`src/ram_settings.svh`:
```
// geometry macros for the banked word memory
// word width, address width, bank size and count, scan length width
`ifndef RAM_SETTINGS_SVH
`define RAM_SETTINGS_SVH

// data word, four bytes
`define RAM_DATA_WIDTH 32

// word address, 1024 words in total
`define RAM_ADDR_WIDTH 10

// words in one bank
`define RAM_BANK_WORDS 256

// banks needed to cover the address space
`define RAM_NUM_BANKS ((1 << `RAM_ADDR_WIDTH) / `RAM_BANK_WORDS)

`define RAM_BANK_BITS 2      // upper address bits, bank index

`define RAM_SCAN_LEN_WIDTH 10 // scan length, zero reads 1024 words

`endif

```
`src/ram_types_pkg.sv`:
```
// data, address, mask and length types for the memory and scan port
`include "ram_settings.svh"

package ram_types_pkg;

  // one memory word
  typedef logic [`RAM_DATA_WIDTH-1:0] word_t;

  // full word address, bank index on top
  typedef logic [`RAM_ADDR_WIDTH-1:0] addr_t;

  typedef logic [$clog2(`RAM_BANK_WORDS)-1:0] offs_t; // word within a bank

  typedef logic [`RAM_BANK_BITS-1:0] bank_t; // selects one bank

  // one enable per byte lane
  typedef logic [`RAM_DATA_WIDTH/8-1:0] wmask_t;

  // words per scan, 0 is the full 1024
  typedef logic [`RAM_SCAN_LEN_WIDTH-1:0] scan_len_t;

endpackage

```
`src/ram_ctrl_pkg.sv`:
```
// host opcode and scan FSM state encodings

package ram_ctrl_pkg;

  // host port command, sampled every cycle
  typedef enum logic [1:0] {
    OP_NOP   = 2'd0, // idle cycle
    OP_WRITE = 2'd1, // masked write at the edge
    OP_READ  = 2'd2  // word returned one cycle later
  } host_op_e;

  // scan reader FSM
  typedef enum logic [1:0] {
    SCAN_IDLE  = 2'd0, // waiting for start
    SCAN_RUN   = 2'd1, // one read per cycle
    SCAN_DRAIN = 2'd2  // last word comes back
  } scan_state_e;

endpackage

```
`src/scan_reader.sv`:
```
// burst read controller for port 1
// issues consecutive reads and tags each returned word with its index
`timescale 1ns/100ps

module scan_reader (
  input  logic                    clk1,
  input  logic                    arst_n,
  input  logic                    start,    // one-cycle pulse
  input  ram_types_pkg::addr_t    base,
  input  ram_types_pkg::scan_len_t len,     // 0 reads all 1024 words
  output logic                    rd_en,
  output ram_types_pkg::addr_t    rd_addr,
  input  ram_types_pkg::word_t    rd_data,  // one cycle after rd_en
  output ram_types_pkg::word_t    data,
  output logic                    valid,
  output ram_types_pkg::scan_len_t index,
  output logic                    done,
  output logic                    busy
);

  ram_ctrl_pkg::scan_state_e state;
  ram_types_pkg::addr_t      addr_q;    // address of next read
  ram_types_pkg::scan_len_t  remain_q;  // reads still to issue
  ram_types_pkg::scan_len_t  idx_q;     // index of read being issued
  ram_types_pkg::scan_len_t  idx_d1;    // lines up with rd_data
  logic                      rd_en_d1;
  logic                      accept;
  logic                      last_issue;

  // busy drops with done so a new scan may start during drain
  assign busy       = (state == ram_ctrl_pkg::SCAN_RUN);
  assign accept     = start && !busy;
  assign rd_en      = (state == ram_ctrl_pkg::SCAN_RUN);
  assign rd_addr    = addr_q;
  assign last_issue = rd_en && (remain_q == ram_types_pkg::scan_len_t'(1)); // 0 wraps to 1023

  always_ff @(posedge clk1 or negedge arst_n) begin
    if (!arst_n) begin
      state <= ram_ctrl_pkg::SCAN_IDLE;
    end else begin
      case (state)
        ram_ctrl_pkg::SCAN_RUN: begin
          if (last_issue) begin
            state <= ram_ctrl_pkg::SCAN_DRAIN;
          end
        end
        // idle and drain both take a start
        ram_ctrl_pkg::SCAN_IDLE, ram_ctrl_pkg::SCAN_DRAIN: begin
          state <= start ? ram_ctrl_pkg::SCAN_RUN : ram_ctrl_pkg::SCAN_IDLE;
        end
        default: state <= ram_ctrl_pkg::SCAN_IDLE;
      endcase
    end
  end

  // address, remaining and index counters
  always_ff @(posedge clk1 or negedge arst_n) begin
    if (!arst_n) begin
      addr_q   <= '0;
      remain_q <= '0;
      idx_q    <= '0;
      rd_en_d1 <= 1'b0;
      idx_d1   <= '0;
    end else begin
      if (accept) begin
        addr_q   <= base;
        remain_q <= len;
        idx_q    <= '0;
      end else if (rd_en) begin
        addr_q   <= addr_q + 1'b1;   // wraps mod 1024
        remain_q <= remain_q - 1'b1;
        idx_q    <= idx_q + 1'b1;
      end
      rd_en_d1 <= rd_en;             // read data is one cycle behind
      idx_d1   <= idx_q;
    end
  end

  assign data  = rd_data;
  assign valid = rd_en_d1;
  assign index = idx_d1;
  assign done  = (state == ram_ctrl_pkg::SCAN_DRAIN); // last word is on data now

  a_no_start_busy : assert property (
    @(posedge clk1) disable iff (!arst_n) busy |-> !start
  ) else $error("scan start while busy, ignored");

  // done only follows the final read of the count
  a_done_with_last : assert property (
    @(posedge clk1) disable iff (!arst_n) done |-> valid && $past(last_issue)
  ) else $error("scan done without its last word");

endmodule

```
`config.mk`:
```
export PLATFORM = sky130hd
export DESIGN_NAME = scan_reader
export DESIGN_NICKNAME = d
export VERILOG_FILES = /design/src/ram_types_pkg.sv /design/src/ram_ctrl_pkg.sv /design/src/scan_reader.sv
export VERILOG_INCLUDE_DIRS = /design/src /design/src/src
export SDC_FILE = /design/constraint.sdc
export NUM_CORES = 1
export LEC_CHECK = 0
export ABC_AREA = 1
export BUFFER_PORTS_ARGS = -buffer_cell sky130_fd_sc_hd__buf_2
export CORE_UTILIZATION = 40
export DETAILED_ROUTE_END_ITERATION = 16
export PLACE_DENSITY_LB_ADDON = 0.2
export SLEW_MARGIN = 20
export SYNTH_ARGS = -nofsm -noshare
export SYNTH_HDL_FRONTEND = slang
export SYNTH_SLANG_ARGS = --single-unit
```
`constraint.sdc`:
```
create_clock -name clk1 -period 1.6 [get_ports clk1]
set_input_delay 0.32 -clock clk1 [delete_from_list [all_inputs] [get_ports clk1]]
set_output_delay 0.32 -clock clk1 [all_outputs]
set_load 0.05 [all_outputs]
```
==> results of run 1 <==
[cell usage after synthesis, drive strengths merged]
cell    instances
nand2          77
dfrtp          43
buf            40
nor2           33
inv            31
nand3          27
o21ai          13
a21oi           9
nand4           6
ha              4
nor3            4
o211ai          4
o22ai           3
a22o            2
xor2            2
a22oi           1
a31oi           1
mux2i           1
o221ai          1
o31ai           1
or2             1
xnor2           1
[path summary, 6_finish.rpt]
check / from / end / slack, ns / cells past startpoint
min in group asynchronous: arst_n / state[0] / 0.47 / 2
setup reg to reg: idx_q[0] / idx_q[8] / 0.20 / 6
max in group asynchronous: arst_n / remain_q[4] / 0.66 / 3
hold reg to reg: idx_q[8] / index[8] / 0.41 / 0
setup / recovery: state[1] / busy / 0.06 / 4
hold / removal: len[1] / remain_q[1] / 0.22 / 3
[repair_timing]
item                                   4_1_cts  5_1_grt
endpoints found under the hold margin       15        0
gates cloned                                 0        0
pin swaps                                    0        0
setup endpoints to repair                    2        3
hold buffers                                 1        0
resized for setup                            2        4
[metrics by stage]
stage,utilization,power [mW],hold slack [ns],setup TNS (ns)
6_report,0.4500,5.394,0.2227,0
5_1_grt,0.4500,5.832,0.2442,0
3_3_place_gp,0.4279,4.576,0.2748,0
3_5_place_dp,0.4279,4.618,0.2728,0
2_1_floorplan,-,4.202,0.02441,0
4_1_cts,0.4479,5.430,0.2157,-0.01257
[sequential cells by signal, summed over array words and instances (netlist names)]
| name | count |
|---|---|
| index | 10 |
| state | 2 |
| remain_q | 10 |
| idx_q | 10 |
| rd_addr | 10 |
| valid | 1 |
[area by class of cell]
class                      count  area share
inverter                      31     0.04528
multi-input combinational    191      0.3599
sequential                    43      0.4024
clock inverter                 1    0.002801
tap                           75     0.03501
timing repair buffer          54      0.1186
clock buffer                   7     0.03595
[cell usage in the layout (no fill, tap or decap), types with 3 or more instances in the layout]
cell and count:
sky130_fd_sc_hd__nand2_1 74, sky130_fd_sc_hd__buf_2 44, sky130_fd_sc_hd__dfrtp_1 41, sky130_fd_sc_hd__nor2_1 31, sky130_fd_sc_hd__inv_1 28, sky130_fd_sc_hd__nand3_1 26
sky130_fd_sc_hd__o21ai_0 10, sky130_fd_sc_hd__a21oi_1 8, sky130_fd_sc_hd__clkbuf_8 7, sky130_fd_sc_hd__buf_4 6, sky130_fd_sc_hd__nand4_1 5, sky130_fd_sc_hd__nor3_1 4
sky130_fd_sc_hd__o211ai_1 4, sky130_fd_sc_hd__ha_1 4, sky130_fd_sc_hd__o21ai_1 3, sky130_fd_sc_hd__o22ai_1 3
[cell families after synthesis]
kind of cell / after synthesis / share of synthesized area
AND/OR/NAND/NOR: 148 / 0.2671
multiplexers: 1 / 0.004047
buffers and inverters: 71 / 0.1760
adder cells (fa/ha/maj): 4 / 0.02023
XOR/XNOR: 3 / 0.01062
flip-flops: 43 / 0.4350
AO/OA/AOI/OAI: 35 / 0.08701
[worst reg2reg max path, stage by stage (launching register included)]
cell	delay, ns
sky130_fd_sc_hd__dfrtp_1	0.45
sky130_fd_sc_hd__ha_1	0.23
sky130_fd_sc_hd__nand3_1	0.14
sky130_fd_sc_hd__nor2_2	0.15
sky130_fd_sc_hd__nand4_2	0.11
sky130_fd_sc_hd__o21ai_1	0.14
sky130_fd_sc_hd__nand2_1	0.06
[power by group through the flow]
stage | Sequential, mW | Combinational [mW] | Clock (mW)
final | 1.99 | 2.62 | 0.787
after global routing | 2.08 | 2.89 | 0.860
after CTS | 1.99 | 2.62 | 0.814
after detailed placement | 2.02 | 2.60 | 0
after global placement | 2.00 | 2.57 | 0
after floorplan | 2.75 | 1.45 | 0
[per-layer routing]
layer,vias up,track usage,part of all wire,wire (µm)
li1,996,-,-,-
met5,-,0,0,0
met3,9,0.04318,0.070,368
met4,0,0.07857,0.017,89
met1,895,0.2404,0.46,2422
met2,64,0.2839,0.45,2368
==> reports/summary.md, run 1 <==
## Pwr
• 2.660 mW — net switching power
• 0.485 — combinational group share of total power
• 2.734 mW — Internal Dissipation
• 0.7886 mV — Max rail drop VDD
• 0.4932 — proportion of total power due to net switching
• 0.146 — proportion of power drawn by the clock network
• 1.352 nW — leakage dissipation
• 2013 nW/µm² — pwr dens
• 0.369 — Sequential Power Share

## Finish
• 0 — diode count
• 618 — Filler Cells Inserted
• 2680 µm² — final cell area excluding filler cells
• 8.346% — Area growth syn-to-layout
• 964.7 µm² — area of combinational cells with multiple inputs
• 385 — Nets
• 1079 µm² — flip-flop and latch area
• 402 — Layout Cells excl Fill
• 0.2324 — proportion of layout cells with a drive suffix above 1

## Worst setup path
• 0.37 ns — largest incremental delay on the critical path
• primary output — endpoint class of the critical path
• flip-flop to primary output — worst setup path category
• inv_1, nand2_2, inv_4, buf_6 — list of cells traversed by the critical path
• 3 — crit path buf inv count
• buffers and inverters — Largest delay share family, worst path
• 1.22 ns — signal arrival time at the worst endpoint
• 1.28 ns — required arrival time at the worst endpoint
• sky130_fd_sc_hd__dfrtp_1 — Max stage delay cell, worst path
• flip-flop — startpoint kind of the worst setup timing path
• 8 — crit path max fanout

## Place
• 393 — Inst Count DP
• 3796 µm — Post-DP HPWL
• 0.8603 — RePlAce Congestion
• 2549 µm² — placed instance area
• 46 — count of input and output buffers
• 0.1983 ns — Post-Place Worst Slack

## Floorplan
• 80.64 µm — Die X
• 0.4153 — effective utilization at floorplan
• 6503 µm² — die area
• 80.64 µm — die height
• 111 — Top Ports
• 28 — FP Rows
• 5956 µm² — Core ar.

## STA
• 0.06348 ns — post-route setup slack
• 0.4022 ns — transition time at the pin with the least slew margin
• 0.9603 — fin crit share
• 0 — Final setup violation count
• 0 — max-slew violation count
• 1.537 ns — Final min period
• 650.8 MHz — Fmax achieved
• 0 — count of endpoints failing hold in the final timing report
• 0.7319 — Max-slew headroom
• false — RSZ-0062 raised after global routing
• 0.003395 ns — final setup skew

## GRT
• 0.1826 — Tot GR Track Use
• 0 — GR Overflow Total
• 0 — number of antenna violations at the first check in global routing
• 1,829 — number of global-route vias before repair
• 29 — pin count of the biggest net entering global routing
• 8825 µm — first-pass GRT wire length

## Clocking
• yes — CTS tree
• 43 — TritonCTS sink count
• 0.30 ns — latest clock arrival within the worst-skew pair
• 2 — CTS Buffer Depth
• sky130_fd_sc_hd__clkbuf_8 — clock root cell
• 0.08 ns — clk slew on worst S/H paths
• 0 — Setup Buffers After CTS
• 5 — total CTS buffers
• 2 — H-tree lvl count

## Outcome
• completed — status

## Detailed routing
• 4.886 — drt via density
• 5248 µm — final WL
• 0 — residual antenna-violating net count after detailed routing
• 1,964 — routed via count
• 0 — post-detailed-route DRC marker count
• 68 — drt first-iter violations
• 13.05 µm — mean routed wirelength per cell
• 4 — Pre-Repair DR Iteration Count

## Synthesis
• sky130_fd_sc_hd__dfrtp_1 — cell type contributing the most total cell area after synthesis
• 0.4350 — Seq/Total Area, Yosys
• 0 — Synthesis Warnings
• 305 — instance count of the mapped netlist
• sky130_fd_sc_hd__dfrtp_1 44%, sky130_fd_sc_hd__nand2_1 11%, sky130_fd_sc_hd__buf_4 11% — most area-consuming cells after synthesis
• 8.110 µm² — average cell area after synthesis
• 0.4350 — area share of the leading cell type in the synthesized netlist
• 364 — nets in the synthesized netlist
• 34 — synth unique cells
• 43 — #FFs+latches synth
• 2474 µm² — combined area of all synthesized cells

## Min path
• input pin to flip-flop — type of the tightest min-delay check

## Job
• 0 — number of violations of the max-capacitance limit

Power figures use the tool's default switching activity.
==> run 2, diff against run 1 <==
ABC_AREA = unset   (was 1)
==> reports/summary.md, run 2 <==
## Job
• 0 — number of violations of the max-capacitance limit

## Floorplan
• 26 — FP Rows
• 0.4259 — effective utilization at floorplan
• 5238 µm² — Core ar.
• 5880 µm² — die area
• 76.68 µm — Die X
• 111 — Top Ports
• 76.68 µm — die height

## Finish
• 318 — Nets
• 44 x sky130_fd_sc_hd__buf_2, 40 x sky130_fd_sc_hd__dfrtp_1, 22 x sky130_fd_sc_hd__nand2_1, 21 x sky130_fd_sc_hd__nor2_1, 16 x sky130_fd_sc_hd__buf_4 — most frequent cells in the layout
• 12.56% — Area growth syn-to-layout
• 0.3192 — proportion of layout cells with a drive suffix above 1
• 0 — diode count
• 2511 µm² — final cell area excluding filler cells
• sky130_fd_sc_hd__buf_2 — leading cell type in the layout, fill and taps excluded

## Pwr
• 0.133 — proportion of power drawn by the clock network
• 2.783 mW — Internal Dissipation
• 1.192 nW — leakage dissipation
• 0.373 — Sequential Power Share
• 0.8406 mV — Max rail drop VDD
• 2.596 mW — net switching power
• 0.494 — combinational group share of total power
• 2142 nW/µm² — pwr dens
• 0.4826 — proportion of total power due to net switching

## Worst setup path
• flip-flop — startpoint kind of the worst setup timing path
• 0.10 ns — worst reg-to-reg setup slack
• 1.28 ns — required arrival time at the worst endpoint
• state[0] — critical register-to-register path startpoint
• primary output — endpoint class of the critical path
• flip-flop to primary output — worst setup path category
• 7 — Register-to-Register Path Depth
• state[0] — worst setup path startpoint
• rd_addr[2] — end of the worst register-to-register path
• 4 — crit path max fanout
• 1.23 ns — signal arrival time at the worst endpoint

## Synthesis
• 0 — Synthesis Warnings
• sky130_fd_sc_hd__dfrtp_1 — predominant post-synthesis flop cell
• 289 — nets in the synthesized netlist
• 9.700 µm² — average cell area after synthesis
• 0.4823 — Seq/Total Area, Yosys
• 43 x sky130_fd_sc_hd__dfrtp_1, 33 x sky130_fd_sc_hd__buf_4, 22 x sky130_fd_sc_hd__nand2_1 — most frequent cells after synthesis
• 0 — number of synthesized flops with an enable pin
• sky130_fd_sc_hd__dfrtp_1 — cell type contributing the most total cell area after synthesis
• 1.000 — share of flip-flops with an asynchronous set or reset after synthesis
• 0.4823 — area share of the leading cell type in the synthesized netlist
• 43 — #FFs+latches synth
• 230 — instance count of the mapped netlist
• sky130_fd_sc_hd__dfrtp_1 48%, sky130_fd_sc_hd__buf_4 11%, sky130_fd_sc_hd__nand2_1 3.7% — most area-consuming cells after synthesis
• sky130_fd_sc_hd__dfrtp_1 — most frequently used cell type in the post-synthesis netlist
• 40 — synth unique cells
• 2231 µm² — combined area of all synthesized cells

## STA
• 1.546 ns — Final min period
• 646.8 MHz — Fmax achieved
• 0 ns — final-layout setup total negative slack
• false — RSZ-0062 raised after global routing
• 0 — max-slew violation count
• 0.4462 ns — transition time at the pin with the least slew margin
• 0.7025 — Max-slew headroom
• 0 — Final setup violation count
• 0 — count of endpoints failing hold in the final timing report
• 0.009707 ns — final setup skew
• 0.9663 — fin crit share

## Detailed routing
• 0 — residual antenna-violating net count after detailed routing
• 5.224 — drt via density
• 1,724 — routed via count
• 4686 µm — final WL
• 14.20 µm — mean routed wirelength per cell
• 81 — drt first-iter violations
• 0 — post-detailed-route DRC marker count
• 4 — Pre-Repair DR Iteration Count

## Clocking
• yes — CTS tree
• 2 — CTS Buffer Depth
• 2 — H-tree lvl count
• 5 — total CTS buffers
• 43 — TritonCTS sink count
• sky130_fd_sc_hd__clkbuf_8 — clock root cell
• 0.08 ns — clk slew on worst S/H paths
• 0.29 ns — latest clock arrival within the worst-skew pair

## GRT
• 8073 µm — first-pass GRT wire length
• 20 — pin count of the biggest net entering global routing
• 1,651 — number of global-route vias before repair
• 0 — GR Overflow Total
• 0 — number of antenna violations at the first check in global routing
• 0.1738 — Tot GR Track Use

## Min path
• input pin to flip-flop — type of the tightest min-delay check
• remain_q[4] — Hold EP
• len[4] — Min-Delay Startpoint
• 3 — hold path cells

## Outcome
• completed — status

## Place
• 46 — count of input and output buffers
• 3356 µm — Post-DP HPWL
• 0.7739 — RePlAce Congestion
• 2364 µm² — placed instance area

==> run 2: cell types whose count changed after synthesis, sizes merged, moves of 6 or more <==
| cell | before | now |
|---|---|---|
| nor2 | 33 | 22 |
| a211oi | 0 | 6 |
| nand3 | 27 | 9 |
| nand2 | 77 | 22 |
| inv | 31 | 5 |
==> run 2: worst max-delay path, cell delays in order, from the launching register on <==
cell and delay [ns]:
sky130_fd_sc_hd__dfrtp_1 0.44, sky130_fd_sc_hd__nor2b_1 0.20, sky130_fd_sc_hd__buf_2 0.30
==> run 2: power by group through the flow <==
| stage | Sequential, mW | Combinational, mW | Clock (mW) |
|---|---|---|---|
| after floorplan | 2.78 | 1.34 | 0 |
| after global placement | 2.00 | 2.56 | 0 |
| after detailed placement | 2.01 | 2.60 | 0 |
| after CTS | 1.99 | 2.67 | 0.734 |
| after global routing | 2.08 | 2.92 | 0.785 |
| final | 2.01 | 2.66 | 0.714 |
==> run 2: cells by family (layout without fill, tap and decap cells) <==
group,Yosys count,count (layout),share of synthesized area
DFF,43,43,0.4823
buffers and inverters,46,76,0.1402
AOI/OAI and AO/OA,51,51,0.1481
muxes,4,4,0.01795
and+or+nand+nor,82,82,0.1890
adders and majority gates,4,4,0.02243
==> run 2: timing repair <==
| action | 4_1_cts | 5_1_grt |
|---|---|---|
| hold endpoints to repair | 17 | 0 |
| setup buffers | 2 | 0 |
| gates cloned | 0 | 0 |
| hold buffers | 1 | 0 |
| resized for setup | 7 | 2 |
| setup endpoints to repair | 2 | 2 |
==> run 2: cell type report <==
class	count	area (µm²)
repair buffers	63	372.9
flip-flops and latches	43	1080
inverters	5	26.28
fillers	526	2726
clock inverters	1	5.005
well taps	70	87.58
clock buffers	7	86.33
multi-input cells	141	853.3
==> run 2: how the worst max path moves through the flow <==
stage,end,slack [ns],depth (start not counted)
after CTS,rd_en,0.06,4
after global placement,rd_en,0.12,4
after floorplan,rd_addr[9],0.008,4
final,done,0.05,2
after global routing,done,0.005,2
after detailed placement,idx_q[7],0.08,5
==> run 2: metrics by stage <==
stage / cells / power, mW / utilization / worst slack [ns] / hold slack [ns]
floorplan: 230 / 4.120 / - / 0.008378 / 0.02441
global placement: 319 / 4.566 / 0.4513 / 0.1204 / 0.2889
detailed placement: 319 / 4.609 / 0.4513 / 0.08164 / 0.2898
CTS: 330 / 5.401 / 0.4773 / 0.06410 / 0.2291
global route: 330 / 5.783 / 0.4795 / 0.005229 / 0.2298
finish: 330 / 5.379 / 0.4795 / 0.05389 / 0.2361
==> run 2: layer usage <==
metal / vias to the layer above / part of all wire / track usage
li1: 846 / - / -
met1: 816 / 0.48 / 0.2348
met2: 51 / 0.45 / 0.2652
met3: 11 / 0.061 / 0.04524
met4: 0 / 0.014 / 0.06731
met5: - / 0 / 0
==> run 3, diff against run 2 <==
CELL_PAD_IN_SITES_DETAIL_PLACEMENT = 0   (was unset)
CELL_PAD_IN_SITES_GLOBAL_PLACEMENT = 2   (was unset)
CORE_UTILIZATION = 26   (was 40)
==> reports/summary.md, run 3 (synthesis results as in run 2) <==
## GRT
• 44 — pin count of the biggest net entering global routing
• 0.1295 — Tot GR Track Use
• 0 — GR Overflow Total
• 8790 µm — first-pass GRT wire length
• 0 — number of antenna violations at the first check in global routing
• 1,718 — number of global-route vias before repair

## Detailed routing
• 5498 µm — final WL
• 4.683 — drt via density
• 4 — Pre-Repair DR Iteration Count
• 1,714 — routed via count
• 68 — drt first-iter violations
• 0 — residual antenna-violating net count after detailed routing
• 15.02 µm — mean routed wirelength per cell
• 0 — post-detailed-route DRC marker count

## Finish
• 319 — Nets
• 915 — Filler Cells Inserted
• 43 x sky130_fd_sc_hd__buf_2, 40 x sky130_fd_sc_hd__dfrtp_1, 22 x sky130_fd_sc_hd__nand2_1, 20 x sky130_fd_sc_hd__nor2_1 — most frequent cells in the layout
• sky130_fd_sc_hd__buf_2 — leading cell type in the layout, fill and taps excluded
• 0 — diode count
• 16.54% — Area growth syn-to-layout
• 860.8 µm² — area of combinational cells with multiple inputs
• 1080 µm² — flip-flop and latch area
• 0.3218 — proportion of layout cells with a drive suffix above 1

## Clocking
• sky130_fd_sc_hd__clkbuf_8 — clock root cell
• 0 — Setup Buffers After CTS
• 2 — CTS Buffer Depth
• 2 — H-tree lvl count
• 0.30 ns — latest clock arrival within the worst-skew pair
• 5 — total CTS buffers
• 43 — TritonCTS sink count
• yes — CTS tree
• 0.08 ns — clk slew on worst S/H paths

## Worst setup path
• state[1] — critical register-to-register path startpoint
• rd_addr[9] — end of the worst register-to-register path
• flip-flop — startpoint kind of the worst setup timing path
• flip-flop to primary output — worst setup path category
• 18 — crit path max fanout
• 0.08 ns — worst reg-to-reg setup slack
• primary output — endpoint class of the critical path
• 1.28 ns — required arrival time at the worst endpoint
• 5 — Register-to-Register Path Depth
• state[1] — worst setup path startpoint
• 1.21 ns — signal arrival time at the worst endpoint
• rd_en — capture point of the critical path

## STA
• 0.9546 — fin crit share
• 654.7 MHz — Fmax achieved
• 0.5732 ns — transition time at the pin with the least slew margin
• 0.6175 — Max-slew headroom
• 0 — count of endpoints failing hold in the final timing report
• 0 — max-slew violation count
• 0.01115 ns — final setup skew
• 0 — Final setup violation count
• 0 ns — final-layout setup total negative slack
• false — RSZ-0062 raised after global routing
• 1.527 ns — Final min period

## Floorplan
• 94.63 µm — Die X
• 94.63 µm — die height
• 8258 µm² — Core ar.
• 8955 µm² — die area
• 33 — FP Rows
• 111 — Top Ports
• 0.2702 — effective utilization at floorplan

## Min path
• input pin to flip-flop — type of the tightest min-delay check

## Pwr
• 0.368 — Sequential Power Share
• 0.124 — proportion of power drawn by the clock network
• 2.785 mW — Internal Dissipation
• 0.4878 — proportion of total power due to net switching
• 5.437 mW — total power
• 0.5638 mV — Max rail drop VDD
• 1.203 nW — leakage dissipation
• 2.652 mW — net switching power
• 2091 nW/µm² — pwr dens
• 0.508 — combinational group share of total power

## Job
• 0 — number of violations of the max-capacitance limit

## Outcome
• completed — status

## Place
• 0.7393 — RePlAce Congestion
• 46 — count of input and output buffers
• 3835 µm — Post-DP HPWL

==> run 3: routing by layer <==
metal | track usage | vias to the layer above | wire length [µm]
li1 | - | 839 | -
met1 | 0.1767 | 806 | 2688
met2 | 0.1936 | 58 | 2359
met3 | 0.03140 | 11 | 371
met4 | 0.05556 | 0 | 78
met5 | 0 | - | 0
==> run 3: area by class of cell <==
type / instances / area share
well taps: 105 / 0.05053
multi-input cells: 141 / 0.3311
clock buffers: 7 / 0.02936
clock inverters: 1 / 0.001925
repair buffers: 64 / 0.1646
flip-flops and latches: 43 / 0.4153
inverters: 5 / 0.007218
==> run 3: worst min-delay path by stage <==
stage / start / to / slack (ns) / cells past startpoint
after global routing: len[2] / remain_q[2] / 0.24 / 3
after detailed placement: arst_n / index[4] / 0.32 / 2
after floorplan: arst_n / idx_q[0] / 0.02 / 0
after CTS: len[4] / remain_q[4] / 0.24 / 3
after global placement: arst_n / index[4] / 0.32 / 2
final: len[4] / remain_q[4] / 0.25 / 3
==> run 3: power groups by stage <==
| stage | Clock (mW) | Combinational, mW | Sequential (mW) |
|---|---|---|---|
| finish | 0.674 | 2.76 | 2.00 |
| global route | 0.756 | 3.02 | 2.08 |
| CTS | 0.714 | 2.73 | 2.00 |
| detailed placement | 0 | 2.70 | 2.02 |
| global placement | 0 | 2.69 | 2.02 |
| floorplan | 0 | 1.34 | 2.78 |
==> run 3: what timing repair did <==
action	in CTS	in global routing
gates resized for setup	8	6
cloned	0	0
pin swaps	0	0
hold buffers	1	0
setup endpoints to repair	15	5
hold endpoints to repair	11	0
==> run 3: critical path, cell delays in order (launching register included) <==
cell and delay (ns):
sky130_fd_sc_hd__dfrtp_1 0.38, sky130_fd_sc_hd__nand2b_4 0.14, sky130_fd_sc_hd__inv_2 0.08, sky130_fd_sc_hd__buf_12 0.16
sky130_fd_sc_hd__buf_8 0.15
==> run 3: through the flow <==
stage	instances	hold slack, ns	worst slack (ns)	area (µm²)	utilization
2_1_floorplan	230	0.02441	0.008378	2237	-
3_3_place_gp	358	0.3244	-0.1248	2462	0.2982
3_5_place_dp	358	0.3229	-0.1625	2462	0.2982
4_1_cts	366	0.2350	0.002808	2570	0.3112
5_1_grt	366	0.2398	0.002760	2600	0.3148
6_report	366	0.2478	0.07262	2600	0.3148
